## config.mk

```make
export PLATFORM = sky130hd
export DESIGN_NAME = load_store_unit
export DESIGN_NICKNAME = d
export VERILOG_FILES = /design/src/core_bus_pkg.sv /design/src/rv_isa_pkg.sv /design/src/load_store_unit.sv
export SDC_FILE = /design/constraint.sdc
export NUM_CORES = 1
export LEC_CHECK = 0
export ABC_CLOCK_PERIOD_IN_PS = 8000
export BUFFER_PORTS_ARGS = -buffer_cell sky130_fd_sc_hd__buf_2
export CAP_MARGIN = 20
export CORE_AREA = 2 2 134 136
export DETAILED_ROUTE_END_ITERATION = 16
export DIE_AREA = 0 0 136 138
export GPL_TIMING_DRIVEN = 0
export HOLD_SLACK_MARGIN = 0.08
export SLEW_MARGIN = 20
export SYNTH_ARGS = -nofsm -noshare
export SYNTH_HDL_FRONTEND = slang
export SYNTH_SLANG_ARGS = --single-unit
```

## constraint.sdc

```tcl
create_clock -name clk -period 8 [get_ports clk]
set_input_delay 1.6 -clock clk [delete_from_list [all_inputs] [get_ports clk]]
set_output_delay 1.6 -clock clk [all_outputs]
set_load 0.005 [all_outputs]
```

## src/core_bus_pkg.sv

```systemverilog
// shared memory port definitions: widths, flow-control limits, owner codes and lsu states
package core_bus_pkg;

	// port widths
	localparam int addr_w = 32;
	localparam int strb_w = 8;

	// credit counter, starts full
	localparam int mem_credits = 2;
	localparam int cnt_w = $clog2(mem_credits + 1);
	localparam logic [cnt_w-1:0] credit_max = mem_credits[cnt_w-1:0];

	// owner fifo geometry
	localparam int max_outstanding = 4;
	localparam int ptr_w = $clog2(max_outstanding);
	localparam int occ_w = ptr_w + 1;
	localparam logic [occ_w-1:0] occ_full = max_outstanding[occ_w-1:0];

	// requester codes stored per outstanding request
	localparam logic req_fetch = 1'b0;
	localparam logic req_lsu   = 1'b1;

	// load/store unit bus phases
	localparam logic [1:0] ls_idle    = 2'd0;
	localparam logic [1:0] ls_request = 2'd1;
	localparam logic [1:0] ls_wait    = 2'd2;

endpackage

```

## src/rv_isa_pkg.sv

```systemverilog
// rv64i instruction set definitions: widths, opcodes and the two-view instruction word
package rv_isa_pkg;

	// data and instruction widths
	localparam int xlen = 64;
	localparam int ilen = 32;

	// major opcodes, bits [6:0]
	localparam logic [6:0] op_imm = 7'b0010011;
	localparam logic [6:0] op     = 7'b0110011;
	localparam logic [6:0] lui    = 7'b0110111;
	localparam logic [6:0] load   = 7'b0000011;
	localparam logic [6:0] store  = 7'b0100011;
	localparam logic [6:0] branch = 7'b1100011;
	localparam logic [6:0] jal    = 7'b1101111;
	localparam logic [6:0] system = 7'b1110011;

	// funct3 values the core accepts
	localparam logic [2:0] f3_add   = 3'b000;
	localparam logic [2:0] f3_dword = 3'b011;
	localparam logic [2:0] f3_beq   = 3'b000;

	// funct7 of sub, upper seven bits of the i-format immediate
	localparam logic [6:0] f7_add = 7'b0000000;
	localparam logic [6:0] f7_sub = 7'b0100000;

	// i-format view, also covers r-format funct7 in imm[11:5]
	typedef struct packed {
		logic [11:0] imm;
		logic [4:0]  rs1;
		logic [2:0]  funct3;
		logic [4:0]  rd;
		logic [6:0]  opcode;
	} i_fmt_t;

	// s and b format view, immediate split around rs2/rs1
	typedef struct packed {
		logic [6:0] imm_hi;
		logic [4:0] rs2;
		logic [4:0] rs1;
		logic [2:0] funct3;
		logic [4:0] imm_lo;
		logic [6:0] opcode;
	} sb_fmt_t;

	// one instruction word, two decodings
	typedef union packed {
		i_fmt_t  i;
		sb_fmt_t sb;
	} insn_word_t;

endpackage

```

## src/load_store_unit.sv

```systemverilog
// load/store unit: one 64-bit LD or SD at a time on the shared bus, load writeback
`timescale 1ns/1ps

module load_store_unit (
	input  logic                            clk,
	input  logic                            rst,
	input  logic                            ls_valid,
	output logic                            ls_ready,
	input  logic                            ls_is_store,
	input  logic [core_bus_pkg::addr_w-1:0] ls_addr,
	input  logic [rv_isa_pkg::xlen-1:0]     ls_wdata,
	input  logic [4:0]                      ls_rd,
	output logic                            ls_req,
	output logic [core_bus_pkg::addr_w-1:0] ls_bus_addr,
	output logic                            ls_write,
	output logic [rv_isa_pkg::xlen-1:0]     ls_bus_wdata,
	output logic [core_bus_pkg::strb_w-1:0] ls_strb,
	input  logic                            ls_gnt,
	input  logic                            ls_rsp_valid,
	input  logic [rv_isa_pkg::xlen-1:0]     rsp_rdata,
	output logic                            wb_valid,
	output logic [4:0]                      wb_rd,
	output logic [rv_isa_pkg::xlen-1:0]     wb_data
);

	logic [1:0]                      state;
	logic                            is_store;
	logic [core_bus_pkg::addr_w-1:0] addr_q;
	logic [rv_isa_pkg::xlen-1:0]     wdata_q;
	logic [4:0]                      rd_q;

	assign ls_ready = (state == core_bus_pkg::ls_idle);
	assign ls_req   = (state == core_bus_pkg::ls_request);

	// doubleword only, so aligned address and full strobe
	assign ls_bus_addr  = {addr_q[core_bus_pkg::addr_w-1:3], 3'b000};
	assign ls_write     = is_store;
	assign ls_bus_wdata = wdata_q;
	assign ls_strb      = '1;

	// store response just closes the access
	assign wb_valid = (state == core_bus_pkg::ls_wait) && ls_rsp_valid && !is_store;
	assign wb_rd    = rd_q;
	assign wb_data  = rsp_rdata;

	always_ff @(posedge clk) begin
		if (rst) begin
			state <= core_bus_pkg::ls_idle;
		end else begin
			case (state)
				core_bus_pkg::ls_idle:
					if (ls_valid)
						state <= core_bus_pkg::ls_request;
				core_bus_pkg::ls_request:
					if (ls_gnt)
						state <= core_bus_pkg::ls_wait;
				core_bus_pkg::ls_wait:
					if (ls_rsp_valid)
						state <= core_bus_pkg::ls_idle;
				default:
					state <= core_bus_pkg::ls_idle;
			endcase
		end
	end

	// access captured at acceptance
	always_ff @(posedge clk) begin
		if (ls_valid && ls_ready) begin
			is_store <= ls_is_store;
			addr_q   <= ls_addr;
			wdata_q  <= ls_wdata;
			rd_q     <= ls_rd;
		end
	end

endmodule

```

==> impl_metrics.toml <==
[status]
status = "finished, final reports clean"

[timing]
worst_pin_slew_ps = 693.7
hold_viol = 0
slew_headroom_pct = 53.76
rsz0062_at_grt = "no"
clock-skew-final_ps = 9.870
finalCriticalPeriod_ps = 3731
hold_ws_ps = 517.4
report.final.slew_viol_count = 0
finalSetupViolations = 0
setup-tns-final_ps = 0
period_share_pct = 46.64
timing.fmax_mhz = 268.0

[drt]
via_per_inst = 3.471
vias = 2475
routedWlPerCell_um = 12.86
wl_met1_um = 3146
dr.pass1.iters = 4
wl_met3_um = 1345
finalWirelength_um = 9172
top_layer = "met4"
route.detailed.drc = 0
wl_met2_um = 4592
ant_nets = 0
drt_iter0_drc = 58

[synthesis]
synth.avg_cell_area_um2 = 19.44
yosysWarnings = 0
synthSimpleGateAreaFrac_pct = 1.506
synth-xor-area-share_pct = 0
synth_mux_area_share_pct = 0
syn_inst = 188
synth-seq-cells = 101
synth_top_family_by_area = "buffers and inverters"
synthAdderAreaFrac_pct = 0
synth_seq_area_share_pct = 82.44
synth.distinct_cells = 13
syn_area_um2 = 3655
synth-compound-area-share_pct = 0.4451

[floorplanning]
die_h_um = 138
start_util_pct = 20.84
dieArea_um2 = 18770
pin_count = 348
core-area_um2 = 17530
die_w_um = 136
rows = 49

[placement]
io_buffers = 269
dpl_cell_area_um2 = 5351
dp_hpwl_um = 7369
gp_congestion = 0.7076

[cells_and_area]
drive_gt1_share_pct = 74.95
stdcell_area_um2 = 5639
fin_nets = 649
seq_area_um2 = 3013
multiInputGateArea_um2 = 115.1
fill_cells = 1784
syn_to_final_growth_pct = 54.30

[worst_setup_path]
path_buf_inv = 2
cp_top_family = "simple AND/OR/NAND/NOR gates"
rrSetupSlack_ps = 6220
path_cells = "buf_2, nor4bb_1, buf_2"
required_ps = 6400
critPathLaunchType = "primary input"
crit_path_start = "ls_rsp_valid"
crit_path_end = "wb_valid"
reg2reg_depth = 3
slowest_delay_ps = 280
cpMostUsedCell = "buf_2"
crit-reg2reg-launch = "state[1]"
path_class = "primary input to primary output"
worstPathMaxFanout = 2
end_kind = "primary output"
crit_cells = 3
r2r_end = "addr_q[25]"
critPathArrivalTime_ps = 2130
crit_slowest_cell = "nor4bb_1"

[grt]
grt_pass1_wl_um = 12160
antenna_found_initial = 0
grt_use_total_pct = 8.720
grt_pass1_vias = 2251
grt_max_degree = 53
grt_overflow = 0

[power]
internal_power_uw = 917.9
ir_worst_vdd_v = 0.00009430
p_clk_share_pct = 35.0
seqPwrFrac_pct = 53.7
power_density_nw_per_um2 = 209.2
power_switching_uw = 261.9
p_sw_share_pct = 22.20
total_power_mw = 1.180
p_leak_nw = 2.591
combPwrFrac_pct = 11.2

[cts]
cts-resized-gates = 0
cts_max_level = 3
clkLatencyLatePin_ps = 330
cts_buffer_depth = 2
cts.sinks = 101
cts-root-buf = "clkbuf_16"
cts_setup_buffers = 0
cts_tree = "yes"
cts_buffers = 9
ctsHoldBuffers = 0
path_clk_slew_ps = 70

[hold_path]
worstHoldPathType = "register to register"
whs_path_depth = 1

[run]
maxCapViolCount = 0
-- worst min-delay path by stage --
| stage | start | end | slack (ps) |
|---|---|---|---|
| 6_report | state[1] | state[0] | 520 |
| 5_1_grt | state[1] | state[0] | 560 |
| 2_1_floorplan | state[1] | state[0] | 460 |
| 4_1_cts | state[1] | state[0] | 510 |
| 3_3_place_gp | state[1] | state[0] | 500 |
| 3_5_place_dp | state[1] | state[0] | 510 |
-- cell families (layout without fill, tap and decap cells) --
kind of cell / Yosys count / in the layout
AOI/OAI and AO/OA: 2 / 2
DFF: 101 / 101
buffers and inverters: 75 / 361
other: 2 / 12
and+or+nand+nor: 8 / 8
-- cell type report --
class / instances / area share (%)
Sequential cell: 101 / 53.43
Timing Repair Buffer: 270 / 24.36
Buffer: 75 / 9.984
Tap cell: 229 / 5.081
Clock buffer: 10 / 4.060
Multi-Input combinational cell: 21 / 2.041
Clock inverter: 6 / 0.9984
Antenna cell: 1 / 0.04438
-- stage by stage --
| stage | setup WS (ps) | utilization, % | cells |
|---|---|---|---|
| 2_1_floorplan | 3644 | - | 197 |
| 3_3_place_gp | 2494 | 30.35 | 695 |
| 3_5_place_dp | 4274 | 30.52 | 696 |
| 4_1_cts | 4278 | 32.15 | 712 |
| 5_1_grt | 4264 | 32.15 | 712 |
| 6_report | 4269 | 32.16 | 713 |
-- per-layer routing --
metal / GRT usage [%] / up-vias
li1: - / 1172
met1: 8.523 / 1090
met2: 16.21 / 207
met3: 4.034 / 6
met4: 2.467 / 0
met5: 0 / -
-- power by group through the flow --
| stage | registers (mW) | clock network (mW) | logic (mW) |
|---|---|---|---|
| finish | 0.634 | 0.413 | 0.133 |
| CTS | 0.635 | 0.433 | 0.136 |
| global placement | 0.651 | 0 | 0.130 |
| detailed placement | 0.647 | 0 | 0.136 |
| floorplan | 0.655 | 0 | 0.0452 |
| global route | 0.637 | 0.451 | 0.146 |
-- state kept, by name, summed over array words and instances (netlist names) --
signal	flops
wb_rd	5
state	2
addr_q	29
ls_write	1
ls_bus_wdata	64
-- layout by cell type (no fill, tap or decap), drive strengths merged, types with 2 or more instances in the layout --
master,n
edfxtp,99
clkinv,4
buf,345
dfxtp,2
conb,11
inv,2
clkbuf,10
nand2b,2
-- synth_stat cells, drive strengths merged --
library cell	instances	area share [%]
buf	75	15
nor2b	1	0.17
and2	1	0.17
conb	2	0.21
a211oi	1	0.21
nor4bb	1	0.27
edfxtp	99	81
nor2	1	0.10
dfxtp	2	1.1
a21oi	1	0.24
or3b	1	0.24
nand2b	2	0.34
nand3b	1	0.21
Power figures use the tool's default switching activity.
