## src/core_bus_pkg.sv

```systemverilog
// shared memory port definitions: widths, flow-control limits, owner codes and lsu states
package core_bus_pkg;

	// port widths
	localparam int addr_w = 32;
	localparam int strb_w = 8;

	// credit counter, starts full
	localparam int mem_credits = 2;
	localparam int cnt_w = $clog2(mem_credits + 1);
	localparam logic [cnt_w-1:0] credit_max = mem_credits[cnt_w-1:0];

	// owner fifo geometry
	localparam int max_outstanding = 4;
	localparam int ptr_w = $clog2(max_outstanding);
	localparam int occ_w = ptr_w + 1;
	localparam logic [occ_w-1:0] occ_full = max_outstanding[occ_w-1:0];

	// requester codes stored per outstanding request
	localparam logic req_fetch = 1'b0;
	localparam logic req_lsu   = 1'b1;

	// load/store unit bus phases
	localparam logic [1:0] ls_idle    = 2'd0;
	localparam logic [1:0] ls_request = 2'd1;
	localparam logic [1:0] ls_wait    = 2'd2;

endpackage

```

## src/rv_isa_pkg.sv

```systemverilog
// rv64i instruction set definitions: widths, opcodes and the two-view instruction word
package rv_isa_pkg;

	// data and instruction widths
	localparam int xlen = 64;
	localparam int ilen = 32;

	// major opcodes, bits [6:0]
	localparam logic [6:0] op_imm = 7'b0010011;
	localparam logic [6:0] op     = 7'b0110011;
	localparam logic [6:0] lui    = 7'b0110111;
	localparam logic [6:0] load   = 7'b0000011;
	localparam logic [6:0] store  = 7'b0100011;
	localparam logic [6:0] branch = 7'b1100011;
	localparam logic [6:0] jal    = 7'b1101111;
	localparam logic [6:0] system = 7'b1110011;

	// funct3 values the core accepts
	localparam logic [2:0] f3_add   = 3'b000;
	localparam logic [2:0] f3_dword = 3'b011;
	localparam logic [2:0] f3_beq   = 3'b000;

	// funct7 of sub, upper seven bits of the i-format immediate
	localparam logic [6:0] f7_add = 7'b0000000;
	localparam logic [6:0] f7_sub = 7'b0100000;

	// i-format view, also covers r-format funct7 in imm[11:5]
	typedef struct packed {
		logic [11:0] imm;
		logic [4:0]  rs1;
		logic [2:0]  funct3;
		logic [4:0]  rd;
		logic [6:0]  opcode;
	} i_fmt_t;

	// s and b format view, immediate split around rs2/rs1
	typedef struct packed {
		logic [6:0] imm_hi;
		logic [4:0] rs2;
		logic [4:0] rs1;
		logic [2:0] funct3;
		logic [4:0] imm_lo;
		logic [6:0] opcode;
	} sb_fmt_t;

	// one instruction word, two decodings
	typedef union packed {
		i_fmt_t  i;
		sb_fmt_t sb;
	} insn_word_t;

endpackage

```

## src/fetch_unit.sv

```systemverilog
// instruction fetch with the pc, one outstanding read, redirect squash and a one-entry hold
`timescale 1ns/1ps

module fetch_unit (
	input  logic                            clk,
	input  logic                            rst,
	output logic                            if_req,
	output logic [core_bus_pkg::addr_w-1:0] if_addr,
	input  logic                            if_gnt,
	input  logic                            if_rsp_valid,
	input  logic [rv_isa_pkg::xlen-1:0]     rsp_rdata,
	output logic                            fe_valid,
	input  logic                            fe_ready,
	output logic [rv_isa_pkg::xlen-1:0]     fe_pc,
	output logic [rv_isa_pkg::ilen-1:0]     fe_insn,
	input  logic                            redirect,
	input  logic [rv_isa_pkg::xlen-1:0]     redirect_pc,
	input  logic                            halt
);

	logic [rv_isa_pkg::xlen-1:0] pc;
	logic                        fetch_en;
	logic                        inflight;
	logic                        epoch;
	logic                        req_epoch;
	logic                        rsp_keep;

	// fetch_en low in reset and for good once halted
	assign if_req  = fetch_en && !halt && !inflight && !fe_valid && !redirect;
	assign if_addr = {pc[core_bus_pkg::addr_w-1:3], 3'b000};
	assign fe_pc   = pc;

	// stale epoch or a redirect in the same cycle drops the word
	assign rsp_keep = if_rsp_valid && (req_epoch == epoch) && !redirect;

	always_ff @(posedge clk) begin
		if (rst) begin
			pc       <= '0;
			fetch_en <= 1'b0;
			inflight <= 1'b0;
			epoch    <= 1'b0;
			fe_valid <= 1'b0;
		end else begin
			fetch_en <= !halt;
			if (if_gnt)
				inflight <= 1'b1;
			else if (if_rsp_valid)
				inflight <= 1'b0;
			if (redirect) begin
				pc       <= redirect_pc;
				epoch    <= !epoch;
				fe_valid <= 1'b0;
			end else if (fe_valid && fe_ready) begin
				pc       <= pc + rv_isa_pkg::xlen'(4);
				fe_valid <= 1'b0;
			end else if (rsp_keep) begin
				fe_valid <= 1'b1;
			end
		end
	end

	// request epoch and held word with pc bit 2 picking the half
	always_ff @(posedge clk) begin
		if (if_gnt)
			req_epoch <= epoch;
		if (rsp_keep)
			fe_insn <= pc[2] ? rsp_rdata[rv_isa_pkg::xlen-1:rv_isa_pkg::ilen]
				: rsp_rdata[rv_isa_pkg::ilen-1:0];
	end

endmodule

```

## config.mk

```make
export PLATFORM = sky130hd
export DESIGN_NAME = fetch_unit
export DESIGN_NICKNAME = d
export VERILOG_FILES = /design/src/core_bus_pkg.sv /design/src/rv_isa_pkg.sv /design/src/fetch_unit.sv
export SDC_FILE = /design/constraint.sdc
export NUM_CORES = 1
export LEC_CHECK = 0
export BUFFER_PORTS_ARGS = -buffer_cell sky130_fd_sc_hd__buf_2
export CORE_UTILIZATION = 48
export CTS_CLUSTER_SIZE = 20
export DETAILED_ROUTE_END_ITERATION = 7
export GPL_TIMING_DRIVEN = 0
export PLACE_DENSITY = 0.8
export SYNTH_ARGS = -nofsm -noshare
export SYNTH_HDL_FRONTEND = slang
export SYNTH_SLANG_ARGS = --single-unit
```

## constraint.sdc

```tcl
create_clock -name clk -period 4.67 [get_ports clk]
set_clock_uncertainty 0.1 [all_clocks]
set_input_delay 0.934 -clock clk [delete_from_list [all_inputs] [get_ports clk]]
set_output_delay 0.934 -clock clk [all_outputs]
set_load 0.01 [all_outputs]
```

==> summary.md <==
| Metric | Value |
|---|---|
| Max clock buf depth | 2 |
| Final Max Tran Viols | 0 |
| Initial antenna violation count | 0 |
| Net Sw Frac | 0.292 |
| Vias after detailed routing | 6111 |
| Main flop type after synthesis | dfxtp_1 |
| Asr flop ratio synth | 0 |
| Nets@finish | 1043 |
| Number of buffers added on ports | 260 |
| Via/cell ratio | 5.77 |
| DP Wirelength | 14.8 mm |
| Synth Cell Area | 0.00588 mm2 |
| Hold Crit Class | reg2reg |
| Die width | 113 um |
| Area of the multi-input gates | 0.00304 mm2 |
| Power per cell area | 281 mW/mm2 |
| Final hold vios | 0 |
| RSZ-0062 raised after global routing | no |
| Mean Syn Cell Area | 9.31 um2 |
| Share of cells above drive strength 1 | 0.416 |
| Post-detailed-route DRC marker count | 0 |
| Hold Buf Count CTS | 0 |
| H-tree levels | 3 |
| Worst Setup Start Kind | input pin |
| Leakage | 0.00330 uW |
| Area delta synth->final | 31.0% |
| Fillers | 1041 |
| Clock power frac | 0.351 |
| Synth top cells by count | dfxtp_1 (68), nor2_1 (64), nand2_1 (40) |
| Post-Route WL | 19.3 mm |
| Routed len/inst | 18.2 um |
| Fin crit period | 3.26 ns |
| Num ports | 265 |
| Die height | 113 um |
| Slew @ Worst Pin | 0.890 ns |
| Post-CTS Setup Bufs | 0 |
| Outcome | complete, no violations |
| Grt total ovfl | 0 |
| Largest net degree at the start of global routing | 21 |
| Area after DPL | 0.00740 mm2 |
| ANT nets after route | 0 |
| Yosys reg bits | 101 |
| Max-slew headroom | 0.403 |
| Top fanout value on the critical path | 10 |
| Yosys cell types | 59 |
| Sequential share of power | 0.481 |
| Seq/Total Area, Yosys | 0.400 |
| Total CTS buffers | 9 |
| CTS resizes | 0 |
| Crit share post-route | 0.699 |
| Synth Warn # | 0 |
| CP required | 3.64 ns |
| Antenna diode count | 0 |
| Iteration-0 DRC Markers | 479 |
| Final setup vio count | 0 |
| Gate power share | 0.168 |
| CTS root buf | clkbuf_16 |
| Slowest library cell on the worst path | clkbuf_1 |
| TritonRoute pass-1 iters | 5 |
| Post-synth EDFFs | 33 |
| Final instance area | 0.00771 mm2 |
| Fmax | 306 MHz |
| Die area | 0.0127 mm2 |
| FF-to-FF setup slack | 1.75 ns |
| Register area | 0.00235 mm2 |
| Vias in the first global route | 5547 |
| Top-count cell post-synth | dfxtp_1 |
| Psw | 632 uW |
| CP dominant cell by count | buf_2 |
| WP buf/inv | 4 |
| Worst path top cell family by delay | buffers and inverters |
| Total power | 2160 uW |
| Dpl ws | 1.40 ns |
| Initial Utilization | 0.492 |
| Mapped Cells | 632 |
| Global-route wire length before repair | 29.8 mm |
| Core Box Area | 0.0120 mm2 |
| Setup ws final | 1.41 ns |
| Max-cap violations | 0 |
| Clock Sinks | 101 |
| Synth top area share | 0.231 |
| Cell taking the most area after synthesis | dfxtp_1 |
| Slowest stage delay, CP | 0.53 ns |
| Global-route usage over all layers | 0.301 |
| Critical-path cell list | buf_2 > clkbuf_8 > clkbuf_1 > nor4_1 > and2_1 > buf_2 |
| Clk Latency, worst-skew pair | 0.34 ns |
| Critical Path Sink Type | output pin |
| Num rows | 40 |
| Clock-pin slew on the worst setup and hold paths | 0.08 ns |
| Critical path arrival | 2.23 ns |
| Peak supply drop | 0.230 mV |
| Placer Congestion | 0.912 |
| Synth top area cells | dfxtp_1 (23%), edfxtp_1 (17%), mux2_2 (6.5%) |
| CTS tree | built |
| Crit Path Category | in2out |
| Internal | 1530 uW |
## cell families (layout without fill, tap and decap cells)
kind of cell    Yosys count  after routing  share of synthesized area
simple gates            302            302                      0.292
flops                   101            101                      0.400
buf+inv                  78            356                     0.0853
compound gates           77             77                     0.0963
mux                      44             44                     0.0821
xor+xnor                 28             28                     0.0417
fa+ha+maj                 1              1                    0.00213
other cells               1              3                   0.000637
## worst min-delay path, stage by stage (launching register included)
cell	delay, ns
dfxtp_1	0.34
a21oi_1	0.06
nor2_1	0.07
## cell type report
cell class	count	area share
tap	147	0.0239
clock buffer	9	0.0292
buffer	69	0.0607
sequential	101	0.305
multi-input combinational	455	0.395
clock inverter	7	0.0102
inverter	9	0.00438
timing repair buffer	262	0.172
## per-stage QoR
stage / util / instances / TNS (ns) / hold WS (ns)
2_1_floorplan: - / 634 / 0 / 0.352
3_3_place_gp: 0.617 / 1041 / -22.72 / 0.373
3_5_place_dp: 0.619 / 1043 / 0 / 0.378
4_1_cts: 0.644 / 1059 / 0 / 0.398
5_1_grt: 0.644 / 1059 / 0 / 0.423
6_report: 0.644 / 1059 / 0 / 0.393
## sequential cells by signal (all words and copies together) (netlist names)
signal,flops
fe_insn,32
fe_valid,1
fetch_en,1
inflight,1
req_epoch,1
fe_pc,64
epoch,1
## final timing paths
check,to,start,depth (start not counted)
worst max-delay path,if_req,redirect,6
worst min-delay path,inflight$_SDFFE_PP0P_,inflight$_SDFFE_PP0P_,2
worst max register to register,fe_pc[62]$_SDFFE_PP0N_,fe_pc[3]$_SDFFE_PP0N_,7
worst min register to register,inflight$_SDFFE_PP0P_,inflight$_SDFFE_PP0P_,2
## power groups by stage
stage / combinational, uW / clock (uW) / sequential [uW]
2_1_floorplan: 174 / 0 / 1070
3_3_place_gp: 352 / 0 / 1060
3_5_place_dp: 362 / 0 / 1060
4_1_cts: 363 / 759 / 1040
5_1_grt: 393 / 808 / 1050
6_report: 364 / 759 / 1040
## placed cells by master (no fill, tap or decap), types with 5 or more instances in the layout
master | netlist | routed
buf_2 | 0 | 260
dfxtp_1 | 68 | 68
nor2_1 | 64 | 64
nand2_1 | 40 | 40
nand3_1 | 37 | 37
mux2_2 | 34 | 34
buf_4 | 33 | 33
edfxtp_1 | 33 | 33
nor3_1 | 29 | 28
nand4_1 | 27 | 27
nor4_1 | 26 | 26
clkbuf_1 | 22 | 22
a211oi_1 | 21 | 21
xnor2_1 | 19 | 19
and4_1 | 14 | 14
and3_1 | 13 | 13
a21oi_1 | 13 | 13
a311oi_1 | 11 | 11
mux2i_1 | 10 | 10
or3_1 | 10 | 10
inv_1 | 9 | 9
xor2_1 | 9 | 9
clkbuf_16 | 0 | 9
o21ai_0 | 8 | 8
buf_6 | 5 | 7
or4_1 | 7 | 7
and2_1 | 6 | 6
o31ai_1 | 5 | 5
nor4_2 | 5 | 5
## routing by layer
layer	track usage	up-vias	share of wire
met2	0.504	314	0.48
met4	0.0951	0	0.018
met5	0	-	0
met1	0.393	2862	0.41
met3	0.0562	30	0.087
li1	-	2905	-
Note: power is estimated with default switching activity, not from simulation.
