==> src/core_bus_pkg.sv <==
// shared memory port definitions: widths, flow-control limits, owner codes and lsu states
package core_bus_pkg;

	// port widths
	localparam int addr_w = 32;
	localparam int strb_w = 8;

	// credit counter, starts full
	localparam int mem_credits = 2;
	localparam int cnt_w = $clog2(mem_credits + 1);
	localparam logic [cnt_w-1:0] credit_max = mem_credits[cnt_w-1:0];

	// owner fifo geometry
	localparam int max_outstanding = 4;
	localparam int ptr_w = $clog2(max_outstanding);
	localparam int occ_w = ptr_w + 1;
	localparam logic [occ_w-1:0] occ_full = max_outstanding[occ_w-1:0];

	// requester codes stored per outstanding request
	localparam logic req_fetch = 1'b0;
	localparam logic req_lsu   = 1'b1;

	// load/store unit bus phases
	localparam logic [1:0] ls_idle    = 2'd0;
	localparam logic [1:0] ls_request = 2'd1;
	localparam logic [1:0] ls_wait    = 2'd2;

endpackage

==> src/rv_isa_pkg.sv <==
// rv64i instruction set definitions: widths, opcodes and the two-view instruction word
package rv_isa_pkg;

	// data and instruction widths
	localparam int xlen = 64;
	localparam int ilen = 32;

	// major opcodes, bits [6:0]
	localparam logic [6:0] op_imm = 7'b0010011;
	localparam logic [6:0] op     = 7'b0110011;
	localparam logic [6:0] lui    = 7'b0110111;
	localparam logic [6:0] load   = 7'b0000011;
	localparam logic [6:0] store  = 7'b0100011;
	localparam logic [6:0] branch = 7'b1100011;
	localparam logic [6:0] jal    = 7'b1101111;
	localparam logic [6:0] system = 7'b1110011;

	// funct3 values the core accepts
	localparam logic [2:0] f3_add   = 3'b000;
	localparam logic [2:0] f3_dword = 3'b011;
	localparam logic [2:0] f3_beq   = 3'b000;

	// funct7 of sub, upper seven bits of the i-format immediate
	localparam logic [6:0] f7_add = 7'b0000000;
	localparam logic [6:0] f7_sub = 7'b0100000;

	// i-format view, also covers r-format funct7 in imm[11:5]
	typedef struct packed {
		logic [11:0] imm;
		logic [4:0]  rs1;
		logic [2:0]  funct3;
		logic [4:0]  rd;
		logic [6:0]  opcode;
	} i_fmt_t;

	// s and b format view, immediate split around rs2/rs1
	typedef struct packed {
		logic [6:0] imm_hi;
		logic [4:0] rs2;
		logic [4:0] rs1;
		logic [2:0] funct3;
		logic [4:0] imm_lo;
		logic [6:0] opcode;
	} sb_fmt_t;

	// one instruction word, two decodings
	typedef union packed {
		i_fmt_t  i;
		sb_fmt_t sb;
	} insn_word_t;

endpackage

==> src/issue_exec.sv <==
// issue and execute: decode, register file, busy scoreboard, alu, branches and retire
`timescale 1ns/1ps

module issue_exec (
	input  logic                            clk,
	input  logic                            rst,
	input  logic                            fe_valid,
	output logic                            fe_ready,
	input  logic [rv_isa_pkg::xlen-1:0]     fe_pc,
	input  logic [rv_isa_pkg::ilen-1:0]     fe_insn,
	output logic                            redirect,
	output logic [rv_isa_pkg::xlen-1:0]     redirect_pc,
	output logic                            ls_valid,
	input  logic                            ls_ready,
	output logic                            ls_is_store,
	output logic [core_bus_pkg::addr_w-1:0] ls_addr,
	output logic [rv_isa_pkg::xlen-1:0]     ls_wdata,
	output logic [4:0]                      ls_rd,
	input  logic                            wb_valid,
	input  logic [4:0]                      wb_rd,
	input  logic [rv_isa_pkg::xlen-1:0]     wb_data,
	output logic                            retire_valid,
	output logic [4:0]                      retire_rd,
	output logic [rv_isa_pkg::xlen-1:0]     retire_value,
	output logic                            halt
);

	rv_isa_pkg::insn_word_t      insn;
	logic [6:0]                  opc;
	logic [4:0]                  rs1;
	logic [4:0]                  rs2;
	logic [4:0]                  rd;
	logic                        is_addi;
	logic                        is_add;
	logic                        is_sub;
	logic                        is_lui;
	logic                        is_ld;
	logic                        is_sd;
	logic                        is_beq;
	logic                        is_jal;
	logic                        is_halt;
	logic                        uses_rs1;
	logic                        uses_rs2;
	logic                        writes_rd;
	logic                        alu_wr;
	logic                        hazard;
	logic                        fire;
	logic                        take;
	logic [rv_isa_pkg::xlen-1:0] imm_i;
	logic [rv_isa_pkg::xlen-1:0] imm_s;
	logic [rv_isa_pkg::xlen-1:0] imm_b;
	logic [rv_isa_pkg::xlen-1:0] imm_u;
	logic [rv_isa_pkg::xlen-1:0] imm_j;
	logic [rv_isa_pkg::xlen-1:0] rs1_val;
	logic [rv_isa_pkg::xlen-1:0] rs2_val;
	logic [rv_isa_pkg::xlen-1:0] mem_ea;
	logic [rv_isa_pkg::xlen-1:0] alu_out;
	logic [rv_isa_pkg::xlen-1:0] rf [1:31];
	logic [31:0]                 busy;

	// ********************************************************************
	// decode, rs2 only exists in the s/b view
	// ********************************************************************
	assign insn = fe_insn;
	assign opc  = insn.i.opcode;
	assign rs1  = insn.i.rs1;
	assign rs2  = insn.sb.rs2;
	assign rd   = insn.i.rd;

	assign is_addi = (opc == rv_isa_pkg::op_imm) && (insn.i.funct3 == rv_isa_pkg::f3_add);
	assign is_add  = (opc == rv_isa_pkg::op) && (insn.i.funct3 == rv_isa_pkg::f3_add)
		&& (insn.i.imm[11:5] == rv_isa_pkg::f7_add);
	assign is_sub  = (opc == rv_isa_pkg::op) && (insn.i.funct3 == rv_isa_pkg::f3_add)
		&& (insn.i.imm[11:5] == rv_isa_pkg::f7_sub);
	assign is_lui  = (opc == rv_isa_pkg::lui);
	assign is_ld   = (opc == rv_isa_pkg::load) && (insn.i.funct3 == rv_isa_pkg::f3_dword);
	assign is_sd   = (opc == rv_isa_pkg::store) && (insn.sb.funct3 == rv_isa_pkg::f3_dword);
	assign is_beq  = (opc == rv_isa_pkg::branch) && (insn.sb.funct3 == rv_isa_pkg::f3_beq);
	assign is_jal  = (opc == rv_isa_pkg::jal);
	// ebreak, and anything not listed above behaves like it
	assign is_halt = (opc == rv_isa_pkg::system)
		|| !(is_addi || is_add || is_sub || is_lui || is_ld || is_sd || is_beq || is_jal);

	// sign-extended immediates
	assign imm_i = {{(rv_isa_pkg::xlen-12){insn.i.imm[11]}}, insn.i.imm};
	assign imm_s = {{(rv_isa_pkg::xlen-12){insn.sb.imm_hi[6]}}, insn.sb.imm_hi, insn.sb.imm_lo};
	assign imm_b = {{(rv_isa_pkg::xlen-12){insn.sb.imm_hi[6]}}, insn.sb.imm_lo[0],
		insn.sb.imm_hi[5:0], insn.sb.imm_lo[4:1], 1'b0};
	assign imm_u = {{(rv_isa_pkg::xlen-32){fe_insn[31]}}, fe_insn[31:12], 12'b0};
	assign imm_j = {{(rv_isa_pkg::xlen-20){fe_insn[31]}}, fe_insn[19:12], fe_insn[20],
		fe_insn[30:21], 1'b0};

	// x0 reads as zero
	assign rs1_val = (rs1 == 5'd0) ? '0 : rf[rs1];
	assign rs2_val = (rs2 == 5'd0) ? '0 : rf[rs2];

	// ********************************************************************
	// scoreboard and issue
	// ********************************************************************
	assign uses_rs1  = is_addi || is_add || is_sub || is_ld || is_sd || is_beq;
	assign uses_rs2  = is_add || is_sub || is_sd || is_beq;
	assign writes_rd = (is_addi || is_add || is_sub || is_lui || is_ld || is_jal) && (rd != 5'd0);
	assign alu_wr    = writes_rd && !is_ld;
	assign hazard    = (uses_rs1 && busy[rs1]) || (uses_rs2 && busy[rs2]) || (writes_rd && busy[rd]);

	// load writeback owns the write port, lsu takes one access at a time
	assign fe_ready = !halt && !redirect && !hazard && !(alu_wr && wb_valid)
		&& !((is_ld || is_sd) && !ls_ready);
	assign fire = fe_valid && fe_ready;
	assign take = is_jal || (is_beq && (rs1_val == rs2_val));

	always_comb begin
		if (is_lui)
			alu_out = imm_u;
		else if (is_jal)
			alu_out = fe_pc + rv_isa_pkg::xlen'(4);
		else if (is_sub)
			alu_out = rs1_val - rs2_val;
		else if (is_add)
			alu_out = rs1_val + rs2_val;
		else
			alu_out = rs1_val + imm_i;
	end

	// memory op goes to the lsu in the transfer cycle
	assign mem_ea      = rs1_val + (is_sd ? imm_s : imm_i);
	assign ls_valid    = fire && (is_ld || is_sd);
	assign ls_is_store = is_sd;
	assign ls_addr     = mem_ea[core_bus_pkg::addr_w-1:0];
	assign ls_wdata    = rs2_val;
	assign ls_rd       = rd;

	// single write port
	always_ff @(posedge clk) begin
		if (wb_valid && (wb_rd != 5'd0))
			rf[wb_rd] <= wb_data;
		else if (fire && alu_wr)
			rf[rd] <= alu_out;
	end

	always_ff @(posedge clk) begin
		if (rst) begin
			busy         <= '0;
			retire_valid <= 1'b0;
			redirect     <= 1'b0;
			halt         <= 1'b0;
		end else begin
			if (wb_valid)
				busy[wb_rd] <= 1'b0;
			if (fire && is_ld && writes_rd)
				busy[rd] <= 1'b1;
			retire_valid <= (wb_valid && (wb_rd != 5'd0)) || (fire && alu_wr);
			redirect     <= fire && take;
			if (fire && is_halt)
				halt <= 1'b1;
		end
	end

	// retire payload and branch target
	always_ff @(posedge clk) begin
		if (wb_valid) begin
			retire_rd    <= wb_rd;
			retire_value <= wb_data;
		end else begin
			retire_rd    <= rd;
			retire_value <= alu_out;
		end
		redirect_pc <= fe_pc + (is_jal ? imm_j : imm_b);
	end

	// load data only lands on a register the scoreboard holds
	a_wb_busy: assert property (@(posedge clk) disable iff (rst)
		wb_valid |-> ((wb_rd == 5'd0) || busy[wb_rd]));

endmodule

==> config.mk <==
export PLATFORM = sky130hd
export DESIGN_NAME = issue_exec
export DESIGN_NICKNAME = d
export VERILOG_FILES = /design/src/core_bus_pkg.sv /design/src/rv_isa_pkg.sv /design/src/issue_exec.sv
export SDC_FILE = /design/constraint.sdc
export NUM_CORES = 2
export LEC_CHECK = 0
export ABC_AREA = 1
export BUFFER_PORTS_ARGS = -buffer_cell sky130_fd_sc_hd__buf_2
export CAP_MARGIN = 20
export CORE_ASPECT_RATIO = 1.75
export CORE_MARGIN = 5
export CORE_UTILIZATION = 30
export CTS_CLUSTER_DIAMETER = 60
export DETAILED_ROUTE_END_ITERATION = 8
export MAX_ROUTING_LAYER = met4
export PLACE_DENSITY = 0.46
export SETUP_SLACK_MARGIN = 0.2
export SLEW_MARGIN = 20
export SYNTH_ARGS = -nofsm -noshare
export SYNTH_HDL_FRONTEND = slang
export SYNTH_SLANG_ARGS = --single-unit
export TNS_END_PERCENT = 50
==> constraint.sdc <==
create_clock -name clk -period 9.1 [get_ports clk]
set_clock_uncertainty 0.1 [all_clocks]
set_input_delay 1.82 -clock clk [delete_from_list [all_inputs] [get_ports clk]]
set_output_delay 1.82 -clock clk [all_outputs]
set_load 0.02 [all_outputs]
==> flow_summary.json <==
{
  "clock_latency_ns": 1.00,
  "slew_violations": 0,
  "synth.avg_cell_area_um2": 8.25,
  "hpwl_mm": 439,
  "routabilityCongestion": 1.06,
  "ys_seq_elements": 2152,
  "antenna_found_initial": 31,
  "synth_common_cells": "nand2_1 (2794), o21ai_0 (2425), edfxtp_1 (1984), nor2_1 (1661), inv_1 (1351)",
  "cp_max_fo": 66,
  "ctsHoldBuffers": 0,
  "syn_inst": 15000,
  "routed_wl_mm": 655,
  "min-delay-start": "halt$_SDFFE_PP0P_",
  "num-nets-final": 15700,
  "min_to": "halt$_SDFFE_PP0P_",
  "max_slew_margin_pct": 16.0,
  "use_met2_pct": 49.8,
  "htreeDepth": 4,
  "grt_use_met1_pct": 34.7,
  "via_count": 119000,
  "yosys-top-cells-area": "edfxtp_1 (48%), o21ai_0 (9.8%), nand2_1 (8.5%), nor2_1 (5.0%), a21oi_1 (4.7%)",
  "post_cts_buffers": 0,
  "hold_path_class": "reg2reg",
  "post_drt_wl_per_cell_um": 31.2,
  "max_cap_violations": 0,
  "synth_top_area_share_pct": 48.2,
  "grt_pass1_vias": 114000,
  "area_growth_pct": 16.1,
  "cts_buffers": 220,
  "ff2ff_setup_slack_ns": 2.93,
  "ant_nets": 0,
  "worst-setup-path-type": "in2out",
  "initial_core_util_pct": 30.0,
  "drt_iter0_drc": 13100,
  "synth_cell_type_count": 69,
  "io_buffers": 409,
  "path_clk_slew_ns": 0.07,
  "use_met3_pct": 3.74,
  "timing.rr.start": "rf[18][0]$_DFFE_PP_",
  "synth_edf_count": 1984,
  "syn_area_mm2": 0.124,
  "p_leak_uw": 0.0550,
  "die_w_um": 495,
  "worstMarginPinSlew_ns": 1.26,
  "clock_path_buffers": 4,
  "cts_root_buf": "clkbuf_16",
  "route.detailed.drc": 0,
  "fin_tns_setup_ns": 0,
  "powerDensity_mw_per_mm2": 187,
  "overflow": 0,
  "reg2reg_depth": 30,
  "async_flop_share_pct": 0,
  "dp_slack_ns": 0.389,
  "end_kind": "output port",
  "yosysSeqAreaShare_pct": 50.9,
  "grt_use_total_pct": 30.4,
  "fin_crit_sh_pct": 95.6,
  "busiest_layer": "met2",
  "cts_resized": 0,
  "hold_path_depth": 2,
  "drive_above_1_share_pct": 10.2,
  "core_region_area_mm2": 0.411,
  "grt_max_degree": 157,
  "dieArea_mm2": 0.425,
  "crit_path_start_kind": "primary input",
  "rr_endpoint": "rf[12][22]$_DFFE_PP_",
  "cts.sinks": 2152,
  "synth_ff_type": "edfxtp_1",
  "hold_viol": 0,
  "pin_count": 410,
  "period_minus_slack_ns": 8.70,
  "cts_tree": "done",
  "fmax_mhz": 115,
  "setup_viol": 0,
  "vias_per_cell": 5.66,
  "grt_first_pass_wirelength_mm": 895,
  "fin_ws_ns": 0.399,
  "status": "finished, final reports clean",
  "syn_nets": 15300,
  "cp.required_ns": 7.18,
  "yosys.area.top_type": "edfxtp_1",
  "dieHeight_um": 859,
  "cp.arrival_ns": 6.78,
  "drt_pass1_iterations": 6,
  "peakVddDrop_mv": 0.174,
  "rsz0062_at_grt": "false",
  "synthMostInstantiatedCell": "nand2_1",
  "yosys_warnings": 0,
  "fp-row-count": 312
}
registers in the layout, indices dropped and copies added (netlist names):
name	count
retire_valid	1
redirect	1
busy	32
retire_value	64
rf	1984
redirect_pc	64
retire_rd	5
halt	1
layout make-up:
class | instances | area, um2
fillers | 43300 | 268000
flip-flops and latches | 2152 | 62900
multi-input cells | 10500 | 51900
repair buffers | 1072 | 9360
well taps | 5495 | 6880
clock buffers | 261 | 5870
inverters | 1382 | 5260
clock inverters | 130 | 1230
diodes | 14 | 35.0
power breakdown:
part	internal, uW	total [uW]	leakage [uW]	switching (uW)
sequential	11000	11000	0.0193	55.6
combinational	1730	6380	0.0322	4650
clock	5140	9370	0.00349	4230
total	17900	26800	0.0550	8940
placed cells by master, fill, tap and decap left out, types with 74 or more instances in the layout:
cell type and count:
xor2_1 87, o221ai_1 74, o21ai_0 2394, nor3_1 97
edfxtp_1 1984, nor2_1 1622, inv_1 1344, o22ai_1 90
nand2_1 2794, buf_4 485, a21oi_1 1157, buf_2 398
nand3_1 946, ha_1 190, o211ai_1 360, nand4_1 87
dfxtp_1 168, o21ai_1 86, buf_12 180, clkbuf_16 226
layer usage:
metal | vias to the layer above | part of all wire [%]
li1 | 52800 | -
met2 | 5806 | 47
met4 | 0 | 8.5
met5 | - | 0
met1 | 58900 | 37
met3 | 1491 | 7.0
through the flow:
stage               std cells  utilization, %  power, uW  cell area (um2)  hold WS [ns]
floorplan               15000               -      14400           124000         0.359
CTS                     21000            34.9      26900           143000         0.403
global route            21000            34.9      27600           143000         0.434
finish                  21000            34.9      26800           144000         0.402
detailed placement      20600            33.1      17500           136000         0.385
global placement        20600            33.1      17500           136000         0.388
worst max path at each step:
stage | cells past startpoint | startpoint | to | slack [ns]
finish | 25 | fe_insn[15] | ls_addr[25] | 0.40
global route | 26 | fe_insn[15] | ls_addr[25] | 0.25
CTS | 24 | fe_insn[17] | ls_addr[25] | 0.39
detailed placement | 27 | fe_insn[15] | ls_addr[18] | 0.39
global placement | 24 | fe_insn[17] | ls_addr[25] | 0.25
floorplan | 28 | fe_insn[15] | ls_addr[17] | 0.96
cell families after synthesis:
kind of cell,after synthesis,synth area share [%]
muxes,3,0.0273
buffers and inverters,2325,7.49
DFF,2152,50.9
and+or+nand+nor,5707,18.9
xor gates and xnor gates,128,0.907
AOI/OAI and AO/OA,4481,19.8
adders and majority gates,191,1.94
worst max-delay path, cell delays in order:
cell and delay [ns]:
buf_8 0.34, buf_12 0.33, buf_4 0.30, a21oi_1 0.09, o21ai_0 0.10, o21ai_0 0.12
nor2_1 0.11, o31ai_1 0.14, a31oi_1 0.62, nor2_1 0.09, buf_4 0.23, ha_1 0.32
buf_4 0.14, nand2_1 0.06, inv_1 0.11, nand2_1 0.10, nor4_1 0.31, buf_4 0.18
nand3_1 0.08, o2111ai_1 0.21, nand2_1 0.10, o211ai_1 0.15, buf_4 0.16, xor2_1 0.14
buf_2 0.19
No activity file was read; power rests on OpenSTA's default activity.
